$ cat src/common/mon_event_pkg.sv
//****************************************
// link monitor events
// fifo event struct and select codes
//****************************************

package mon_event_pkg;

   // width of one select field in the config register
   localparam int SEL_W = 4;

   // strobes and wait levels from the six link fifos
   // first field is the msb
   typedef struct packed {
      logic rx_rd_access;
      logic rx_rd_wait;
      logic rx_wr_access;
      logic rx_wr_wait;
      logic rx_wb_access;
      logic rx_wb_wait;
      logic tx_rd_access;
      logic tx_rd_wait;
      logic tx_wr_access;
      logic tx_wr_wait;
      logic tx_wb_access;
      logic tx_wb_wait;
   } mon_events_t;

   // per-counter event select
   // codes 2..13 follow the struct field order
   typedef enum logic [SEL_W-1:0] {
      SEL_OFF          = 4'd0,
      SEL_CLOCK        = 4'd1,
      SEL_RX_RD_ACCESS = 4'd2,
      SEL_RX_RD_WAIT   = 4'd3,
      SEL_RX_WR_ACCESS = 4'd4,
      SEL_RX_WR_WAIT   = 4'd5,
      SEL_RX_WB_ACCESS = 4'd6,
      SEL_RX_WB_WAIT   = 4'd7,
      SEL_TX_RD_ACCESS = 4'd8,
      SEL_TX_RD_WAIT   = 4'd9,
      SEL_TX_WR_ACCESS = 4'd10,
      SEL_TX_WR_WAIT   = 4'd11,
      SEL_TX_WB_ACCESS = 4'd12,
      SEL_TX_WB_WAIT   = 4'd13,
      SEL_OFF_14       = 4'd14,
      SEL_OFF_15       = 4'd15
   } mon_sel_e;

endpackage

$ cat src/common/mon_reg_pkg.sv
//****************************************
// link monitor register map
// address enum and bus request struct
//****************************************

package mon_reg_pkg;

   // register address width on the simple memory port
   localparam int ADDR_W = 6;

   // counter addresses present in the map
   localparam int NUM_MON_MAX = 6;

   // register addresses
   typedef enum logic [ADDR_W-1:0] {
      MON_CFG = 6'h07,
      RX_MON0 = 6'h08,
      RX_MON1 = 6'h09,
      RX_MON2 = 6'h0A,
      TX_MON0 = 6'h0B,
      TX_MON1 = 6'h0C,
      TX_MON2 = 6'h0D
   } mon_addr_e;

   // counter i sits at MON_ADDR[i]
   // rx counters first, then tx
   localparam mon_addr_e MON_ADDR [NUM_MON_MAX] = '{
      RX_MON0,
      RX_MON1,
      RX_MON2,
      TX_MON0,
      TX_MON1,
      TX_MON2
   };

   // request strobes and address, 8 bits in all
   // write data is DW wide and travels beside it
   typedef struct packed {
      logic              access;
      logic              write;
      logic [ADDR_W-1:0] addr;
   } mi_req_t;

endpackage

$ cat src/emon/mon_counter.sv
//****************************************
// link monitor counter
// selectable down-counter that stops at
// zero, with write load and zero flag
//****************************************

`timescale 1ns/1ps

module mon_counter #(
   parameter int DW = 32
) (
   input  logic                       clk,
   input  logic                       reset,
   input  mon_event_pkg::mon_events_t events,
   input  mon_event_pkg::mon_sel_e    sel,
   input  logic                       load,
   input  logic [DW-1:0]              load_data,
   output logic [DW-1:0]              count,
   output logic                       zero_flag
);

   // selected event for this cycle
   logic event_hit;

   // pick one event bit from the select code
   always_comb begin
      case (sel)
         mon_event_pkg::SEL_CLOCK:        event_hit = 1'b1;
         mon_event_pkg::SEL_RX_RD_ACCESS: event_hit = events.rx_rd_access;
         mon_event_pkg::SEL_RX_RD_WAIT:   event_hit = events.rx_rd_wait;
         mon_event_pkg::SEL_RX_WR_ACCESS: event_hit = events.rx_wr_access;
         mon_event_pkg::SEL_RX_WR_WAIT:   event_hit = events.rx_wr_wait;
         mon_event_pkg::SEL_RX_WB_ACCESS: event_hit = events.rx_wb_access;
         mon_event_pkg::SEL_RX_WB_WAIT:   event_hit = events.rx_wb_wait;
         mon_event_pkg::SEL_TX_RD_ACCESS: event_hit = events.tx_rd_access;
         mon_event_pkg::SEL_TX_RD_WAIT:   event_hit = events.tx_rd_wait;
         mon_event_pkg::SEL_TX_WR_ACCESS: event_hit = events.tx_wr_access;
         mon_event_pkg::SEL_TX_WR_WAIT:   event_hit = events.tx_wr_wait;
         mon_event_pkg::SEL_TX_WB_ACCESS: event_hit = events.tx_wb_access;
         mon_event_pkg::SEL_TX_WB_WAIT:   event_hit = events.tx_wb_wait;
         // SEL_OFF and the two spare codes
         default:                         event_hit = 1'b0;
      endcase
   end

   // flag follows the count register directly
   assign zero_flag = (count == '0);

   // load wins over counting
   // decrement only while nonzero, so it parks at zero
   always_ff @(posedge clk) begin
      if (reset) begin
         count <= '1;
      end else if (load) begin
         count <= load_data;
      end else if (event_hit && !zero_flag) begin
         count <= count - 1'b1;
      end
   end

   // count only moves down between loads
   assert property (@(posedge clk) disable iff (reset)
      !load |=> (count <= $past(count)))
      else $error("mon_counter: count rose without a load");

   // once at zero it stays there until the next load
   assert property (@(posedge clk) disable iff (reset)
      (zero_flag && !load) |=> zero_flag)
      else $error("mon_counter: count left zero without a load");

endmodule

$ cat src/emon/mon_regfile.sv
//****************************************
// link monitor register file
// address decode, config register, load
// strobes and registered readback
//****************************************

`timescale 1ns/1ps

module mon_regfile #(
   parameter int DW   = 32,
   parameter int MONS = 6
) (
   input  logic                    clk,
   input  logic                    reset,
   input  mon_reg_pkg::mi_req_t    mi_req,
   input  logic [DW-1:0]           mi_data_in,
   input  logic [DW-1:0]           counts [MONS],
   output logic [DW-1:0]           mi_data_out,
   output mon_event_pkg::mon_sel_e sel [MONS],
   output logic [MONS-1:0]         load,
   output logic [DW-1:0]           load_data
);

   // request decode
   logic            wr_en;
   logic            rd_en;
   logic            cfg_wr;
   logic [MONS-1:0] mon_hit;

   // config and readback
   logic [DW-1:0]   cfg_reg;
   logic [DW-1:0]   rd_mux;

   // map must cover every counter, and the word must hold all select fields
   if (MONS > mon_reg_pkg::NUM_MON_MAX) begin : g_mons_check
      $error("mon_regfile: MONS exceeds the counters in the register map");
   end
   if (DW < mon_event_pkg::SEL_W * MONS) begin : g_dw_check
      $error("mon_regfile: DW too narrow for the select fields");
   end

   assign wr_en  = mi_req.access & mi_req.write;
   assign rd_en  = mi_req.access & ~mi_req.write;
   assign cfg_wr = wr_en & (mi_req.addr == mon_reg_pkg::MON_CFG);

   // config write data also serves as counter load data
   assign load_data = mi_data_in;

   // per-counter address match, load strobe and select slice
   for (genvar i = 0; i < MONS; i++) begin : g_mon
      assign mon_hit[i] = (mi_req.addr == mon_reg_pkg::MON_ADDR[i]);
      assign load[i]    = wr_en & mon_hit[i];
      // counter i owns bits 4i+3 down to 4i
      assign sel[i] = mon_event_pkg::mon_sel_e'(
         cfg_reg[mon_event_pkg::SEL_W*i +: mon_event_pkg::SEL_W]);
   end

   // cleared at reset so every counter starts off
   // new selects apply from the edge after the write
   always_ff @(posedge clk) begin
      if (reset) begin
         cfg_reg <= '0;
      end else if (cfg_wr) begin
         cfg_reg <= mi_data_in;
      end
   end

   // or of and-masked counts
   // no hit means zero, which covers unmapped reads and MON_CFG
   always_comb begin
      rd_mux = '0;
      for (int j = 0; j < MONS; j++) begin
         rd_mux = rd_mux | ({DW{mon_hit[j]}} & counts[j]);
      end
   end

   // data lands one edge after the read, holds otherwise
   always_ff @(posedge clk) begin
      if (reset) begin
         mi_data_out <= '0;
      end else if (rd_en) begin
         mi_data_out <= rd_mux;
      end
   end

   // at most one counter loads per cycle
   assert property (@(posedge clk) disable iff (reset)
      $onehot0(load))
      else $error("mon_regfile: more than one load strobe");

   // a load needs a write access on the port
   assert property (@(posedge clk) disable iff (reset)
      (load != '0) |-> (mi_req.access && mi_req.write))
      else $error("mon_regfile: load without a write access");

endmodule

$ cat src/hdl/traffic_mon_top.sv
//****************************************
// link traffic monitor top
// fifo events into six down-counters
// behind a register port
//****************************************

`timescale 1ns/1ps

module traffic_mon_top #(
   parameter int DW   = 32,
   parameter int MONS = 6
) (
   input  logic                 clk,
   input  logic                 reset,

   // register port
   input  mon_reg_pkg::mi_req_t mi_req,
   input  logic [DW-1:0]        mi_data_in,
   output logic [DW-1:0]        mi_data_out,

   // receive path fifos
   input  logic                 erx_rdfifo_access,
   input  logic                 erx_rdfifo_wait,
   input  logic                 erx_wrfifo_access,
   input  logic                 erx_wrfifo_wait,
   input  logic                 erx_wbfifo_access,
   input  logic                 erx_wbfifo_wait,

   // transmit path fifos
   input  logic                 etx_rdfifo_access,
   input  logic                 etx_rdfifo_wait,
   input  logic                 etx_wrfifo_access,
   input  logic                 etx_wrfifo_wait,
   input  logic                 etx_wbfifo_access,
   input  logic                 etx_wbfifo_wait,

   // one flag per counter, high while it holds zero
   output logic [MONS-1:0]      zero_flag
);

   mon_event_pkg::mon_events_t events;
   mon_event_pkg::mon_sel_e    sel [MONS];
   logic [MONS-1:0]            load;
   logic [DW-1:0]              load_data;
   logic [DW-1:0]              counts [MONS];

   // bundle the fifo levels, shared by all counters
   assign events.rx_rd_access = erx_rdfifo_access;
   assign events.rx_rd_wait   = erx_rdfifo_wait;
   assign events.rx_wr_access = erx_wrfifo_access;
   assign events.rx_wr_wait   = erx_wrfifo_wait;
   assign events.rx_wb_access = erx_wbfifo_access;
   assign events.rx_wb_wait   = erx_wbfifo_wait;
   assign events.tx_rd_access = etx_rdfifo_access;
   assign events.tx_rd_wait   = etx_rdfifo_wait;
   assign events.tx_wr_access = etx_wrfifo_access;
   assign events.tx_wr_wait   = etx_wrfifo_wait;
   assign events.tx_wb_access = etx_wbfifo_access;
   assign events.tx_wb_wait   = etx_wbfifo_wait;

   // decode, config and readback
   mon_regfile #(
      .DW   (DW),
      .MONS (MONS)
   ) u_regfile (
      .clk         (clk),
      .reset       (reset),
      .mi_req      (mi_req),
      .mi_data_in  (mi_data_in),
      .counts      (counts),
      .mi_data_out (mi_data_out),
      .sel         (sel),
      .load        (load),
      .load_data   (load_data)
   );

   // counter i maps to register MON_ADDR[i]
   for (genvar i = 0; i < MONS; i++) begin : g_mon
      mon_counter #(
         .DW (DW)
      ) u_counter (
         .clk       (clk),
         .reset     (reset),
         .events    (events),
         .sel       (sel[i]),
         .load      (load[i]),
         .load_data (load_data),
         .count     (counts[i]),
         .zero_flag (zero_flag[i])
      );
   end

endmodule

$ cat config.mk
export PLATFORM = sky130hd
export DESIGN_NAME = traffic_mon_top
export DESIGN_NICKNAME = d
export VERILOG_FILES = /design/src/common/mon_event_pkg.sv /design/src/common/mon_reg_pkg.sv /design/src/emon/mon_counter.sv /design/src/emon/mon_regfile.sv /design/src/hdl/traffic_mon_top.sv
export SDC_FILE = /design/constraint.sdc
export NUM_CORES = 1
export LEC_CHECK = 0
export BUFFER_PORTS_ARGS = -buffer_cell sky130_fd_sc_hd__buf_2
export CAP_MARGIN = 20
export CORE_UTILIZATION = 60
export DETAILED_ROUTE_END_ITERATION = 10
export PLACE_DENSITY_LB_ADDON = 0.3
export SETUP_SLACK_MARGIN = 0.4
export SLEW_MARGIN = 20
export SYNTH_ARGS = -nofsm -noshare
export SYNTH_HDL_FRONTEND = slang
export SYNTH_HIERARCHICAL = 1
export SYNTH_SLANG_ARGS = --single-unit
$ cat constraint.sdc
create_clock -name clk -period 8.48 [get_ports clk]
set_clock_uncertainty 0.2 [all_clocks]
set_input_delay 1.272 -clock clk [delete_from_list [all_inputs] [get_ports clk]]
set_output_delay 1.272 -clock clk [all_outputs]
set_load 0.005 [all_outputs]
# Word level (Yosys, flattened, before mapping)
# Index checks and enable logic that the tools add are counted.
dict set report word_totals {
  ff_bits 248
  in_bits 54
  out_inout_bits 38
  wordCells 162
}
dict set report op_classes {
  add_sub_neg 6
  eq_ne 85
  n_mux 18
  n_bitwise 21
  reduce_logical 24
}
# operator count
set op_table {}
lappend op_table {{two-way mux 32 bit} 12}
lappend op_table {{AND 32 bit} 6}
lappend op_table {{logical NOT 32 bit} 6}
lappend op_table {{subtractor 32 x 1 -> 32 bit (second input constant)} 6}
lappend op_table {{OR 32 bit} 5}
lappend op_table {{equality test 4 bit (second input constant)} 36}
lappend op_table {{equality test 4 x 3 -> 1 bit (second input constant)} 24}
lappend op_table {{case mux 1 bit (13 select lines)} 6}
lappend op_table {{equality test 4 x 2 -> 1 bit (second input constant)} 12}
lappend op_table {{equality test 6 x 4 -> 1 bit (second input constant)} 6}
lappend op_table {{equality test 4 x 1 -> 1 bit (second input constant)} 6}
lappend op_table {{nonzero test 2 bit} 6}
lappend op_table {{AND 1 bit} 9}
lappend op_table {{equality test 6 x 3 -> 1 bit (second input constant)} 1}
lappend op_table {{logical AND 1 bit} 6}
lappend op_table {{logical NOT 1 bit} 6}
lappend op_table {{NOT 1 bit} 1}

# Depth between registers and ports, before layout
dict set report logic_depth {
  word_depth 7
  depth_mapped 10
  depth_no_buf 7
}

# Cells and area by module
# Netlist, hierarchy kept.
# mod instances cells_per_inst area_each_um2 seq_area_each_um2
set modules_own_cells {}
lappend modules_own_cells {mon_counter 6 314 2493.6 640.6}
lappend modules_own_cells {mon_regfile 1 390 3747.3 1121.1}

# Worst setup path after synthesis
# No wires, ideal clock.
dict set report synth_timing {
  path_kind {input-to-reg}
  start {input mi_req[0] in the netlist's numbering}
  end {register g_mon[5].u_counter.count[12]}
  setup_time_ns 0.122
  t_arrival_ns 3.616
  t_required_ns 8.158
  slack_ns 4.542
  stages 9
  path_buffers 6
  path_cell_list {buf_2 > buf_4 > buf_2 > buf_2 > nor4b_1 > clkbuf_1 > clkbuf_1 > nor2_1 > a311o_1}
}
dict set report synth_between {
  elab_chain_len 3
  elab_cells_between_ends 4
  cone_classes {1 x eq/ne; 1 x mux; 1 x bitwise; 1 x reduce/logical}
}
# element line
set synth_lines {}
lappend synth_lines {{start: declaration} traffic_mon_top.sv:17} ;# input mon_reg_pkg::mi_req_t mi_req,
lappend synth_lines {{equality test 6 x 4 -> 1 bit (*)} mon_regfile.sv:51} ;# assign mon_hit[i] = (mi_req.addr == mon_reg_pkg::MON_ADDR[i]);
lappend synth_lines {{AND 1 bit (*)} mon_regfile.sv:52} ;# assign load[i] = wr_en & mon_hit[i];
lappend synth_lines {{named net load[5]} traffic_mon_top.sv:43} ;# logic [MONS-1:0] load;
lappend synth_lines {{two-way mux 32 bit or nonzero test 2 bit (tied branches)} --}
lappend synth_lines {{end signal: assignment} mon_counter.sv:55} ;# count <= load_data;
lappend synth_lines {{end signal: assignment} mon_counter.sv:57} ;# count <= count - 1'b1;
lappend synth_lines {{end: declaration} mon_counter.sv:18} ;# output logic [DW-1:0] count,
# Mark *: on every way through the listed nets, which the timed path passes. The rest lies on a longest branch.
# A chain may end at the register's enable or synchronous reset.

# Final worst setup path
dict set report layout_timing {
  start {register g_mon[5].u_counter.count[2]}
  end {output zero_flag[5]}
}
dict set report layout_between {
  elab_chain_len 1
}
# element line
set layout_lines {}
lappend layout_lines {{logical NOT 32 bit} mon_counter.sv:47} ;# assign zero_flag = (count == '0);
lappend layout_lines {{end: declaration} traffic_mon_top.sv:38} ;# output logic [MONS-1:0] zero_flag
# No other way between the ends.

==> impl_results.md <==
* Outcome: completed
* Rows at 64
* Final nets at 2,234
* Slew Limit Fails at 0
* # setup viols final at 0
* DP HPWL at 47,080 um
* Hold Path Class: reg2reg
* Cell variety after synth at between 60 and 70
* Crit end category: primary output
* Mapped cell area at 18,710 sq um
* Period utilisation layout at 0.5775
* Max reg flops at 192
* CTS root buf: clkbuf_16
* Final Hold Vio Count at 0
* Clock Pin Slew Worst Setup and Hold Paths at 0.06 ns
* Die Span X at 178.6 um
* Post-CTS Repair Setup Buffers at 0
* Least-Margin Pin Slew at 1.109 ns
* Total Power at 2.805 mW
* First-pass GRT wire length at 106,000 um
* Synth top area share at 0.2654
* Core area at 30,670 sq um
* Worst vdd ir at between 0.15 and 0.2 mV
* Prevailing post-synth register cell: dfxtp_1
* Total iterations of the first detailed-routing run at 9
* Leak Pwr at about 6.2 nW
* Placement-stage cell area at ~19,000 sq um
* Clock Latency Late Sink at about 0.6 ns
* Vias in the first global route at 17,560
* Fillers at 2,608
* Area grow syn2layout at 4.989%
* Crit-path cells: nor4_1, nand4_1, or3_4, clkinv_2, buf_2
* Die area at between 30,000 and 40,000 sq um
* H-tree depth at 1
* Sequential Power Share at 0.424
* Comb pwr share at 0.084
* Fin cells at 2,593
* DRC viols at 0
* Post-synthesis net count at 2,334
* Net Switching at around 740 uW
* Register area share after synthesis at 0.2654
* Commonest non-fill, non-tap cell in the layout: nor3_1
* Worst path arrival time at roughly 3.4 ns
* RSZ-0062 raised after global routing: false
* Largest net degree at the start of global routing at between 150 and 200
* Worst setup margin at 3.583 ns
* CP max stage delay at 0.70 ns
* Ys Warns at 6
* WL/cell at 27.54 um
* Clock Sinks at between 200 and 250
* Mean Syn Cell Area at 8.227 sq um
* Critical Path RT at 7.01 ns
* Clock power frac at 0.491
* Die H at 178.6 um
* Port buffer count at 91
* EDFF count, synth at 0
* Top cells by area, synth: dfxtp_1 27%, nor3_1 7.9%, nor3b_1 4.1%, nor4_1 3.4%, o311a_1 3.2%
* Initial drt markers at between 3,000 and 4,000
* Dpl ws at 3.800 ns
* Final setup TNS at 0 ns
* I/O pin cnt at 92
* CP Max Fanout at 33
* Max stage delay cell, worst path: nor4_1
* Largest area contributor in the netlist: dfxtp_1
* Grt ovf at 0
* # placed instances at 2,538
* Num CTS Buffers at 30
* Max-cap viol count at 0
* Mapped Cells at 2,274
* Via count at 20,240
* Longest Clk Path Bufs at 3
* Resized cells post-CTS at 0
* Design area at 19,640 sq um
* Post-DR vias/cell at 7.804
* Commonest cells after routing, fill and taps aside: 295 x nor3_1, 248 x dfxtp_1, 134 x nor2_1, 102 x nor4_1, 102 x nor3b_1
* Switching portion of total power at 0.2641
* Starting density of the core at 0.6100
* DRT antenna net count at 0
* Final WL at 71,420 um
* Synth Register Bits at 248
* Share of cells above drive strength 1 at 0.1544
* P per Cell Area at 142.8 nW/um^2
* Gpl congestion at 0.9779
* Hold buffer count at CTS at 0
* Crit start category: flop
* Layout Utilization at 0.6405
* Pint at 2.064 mW
* Final min period at 4.897 ns
* Total GRT Usage at 0.4372
* CTS tree: done
* Peak Freq at 204.2 MHz
* Fin Hold WS at 0.2852 ns
* Initial antenna violation count at 4
* Crit Path Class: reg2out
* Slew HR at 0.2589
* Post-synthesis async set-or-reset flop share at 0
## power by group through the flow
stage	registers, mW	logic (mW)	clock network, mW
after floorplan	1.21	0.138	0
after global placement	1.21	0.216	0
after detailed placement	1.21	0.222	0
after CTS	1.19	0.223	1.38
after global routing	1.19	0.243	1.43
final	1.19	0.237	1.38
## cell usage after synthesis, types with 42 or more instances
cell	n
a31oi_1	48
clkbuf_1	157
dfxtp_1	248
mux2_2	48
nand2_1	75
nand3b_1	42
nand4_1	60
nor2_1	136
nor3_1	296
nor3b_1	103
nor4_1	103
o311a_1	60
o31ai_1	42
or3_1	84
or4_1	72
## final timing paths
path | start | to | slack [ns] | cells past startpoint
setup / recovery | g_mon[5].u_counter/count[2] | zero_flag[5] | 3.58 | 5
hold / removal | u_regfile/mi_data_out[0] | u_regfile/mi_data_out[0] | 0.29 | 2
setup reg to reg | g_mon[0].u_counter/count[0] | g_mon[0].u_counter/count[15] | 5.07 | 7
hold reg to reg | u_regfile/mi_data_out[0] | u_regfile/mi_data_out[0] | 0.29 | 2
## worst max-delay path, delay by kind of cell, from the launching register on
kind / cells / cell delay [ns]
DFF: 1 / 0.37
and+or+nand+nor: 3 / 1.84
buffers and inverters: 2 / 0.62
## metal layers
layer / routed length (um) / track usage / share of wire
met4: 5004 / 0.2606 / 0.070
met1: 26790 / 0.6021 / 0.38
met3: 11490 / 0.1343 / 0.16
met5: 14 / 0 / 0.00020
met2: 28110 / 0.5906 / 0.39
## cells by family (layout without fill, tap and decap cells)
logic type                 after synthesis  after routing  share of synthesized area
and+or+nand+nor                       1162           1162                     0.3678
AOI/OAI and AO/OA                      448            448                     0.2024
buffers and inverters                  292            214                    0.08045
DFF                                    248            248                     0.2654
muxes                                  118            118                    0.07998
adders and majority gates                6              6                   0.004012
other                                    0              1                          0
## final cells by class
type | instances | area (sq um) | share of cell area
Timing Repair Buffer | 118 | 670.6 | 0.03414
Clock inverter | 13 | 182.7 | 0.009300
Clock buffer | 41 | 852.1 | 0.04338
Sequential cell | 248 | 4965 | 0.2528
Multi-Input combinational cell | 1734 | 12310 | 0.6267
Inverter | 42 | 165.2 | 0.008408
Antenna cell | 1 | 2.502 | 0.0001274
Tap cell | 396 | 495.5 | 0.02522
Power figures use the tool's default switching activity.
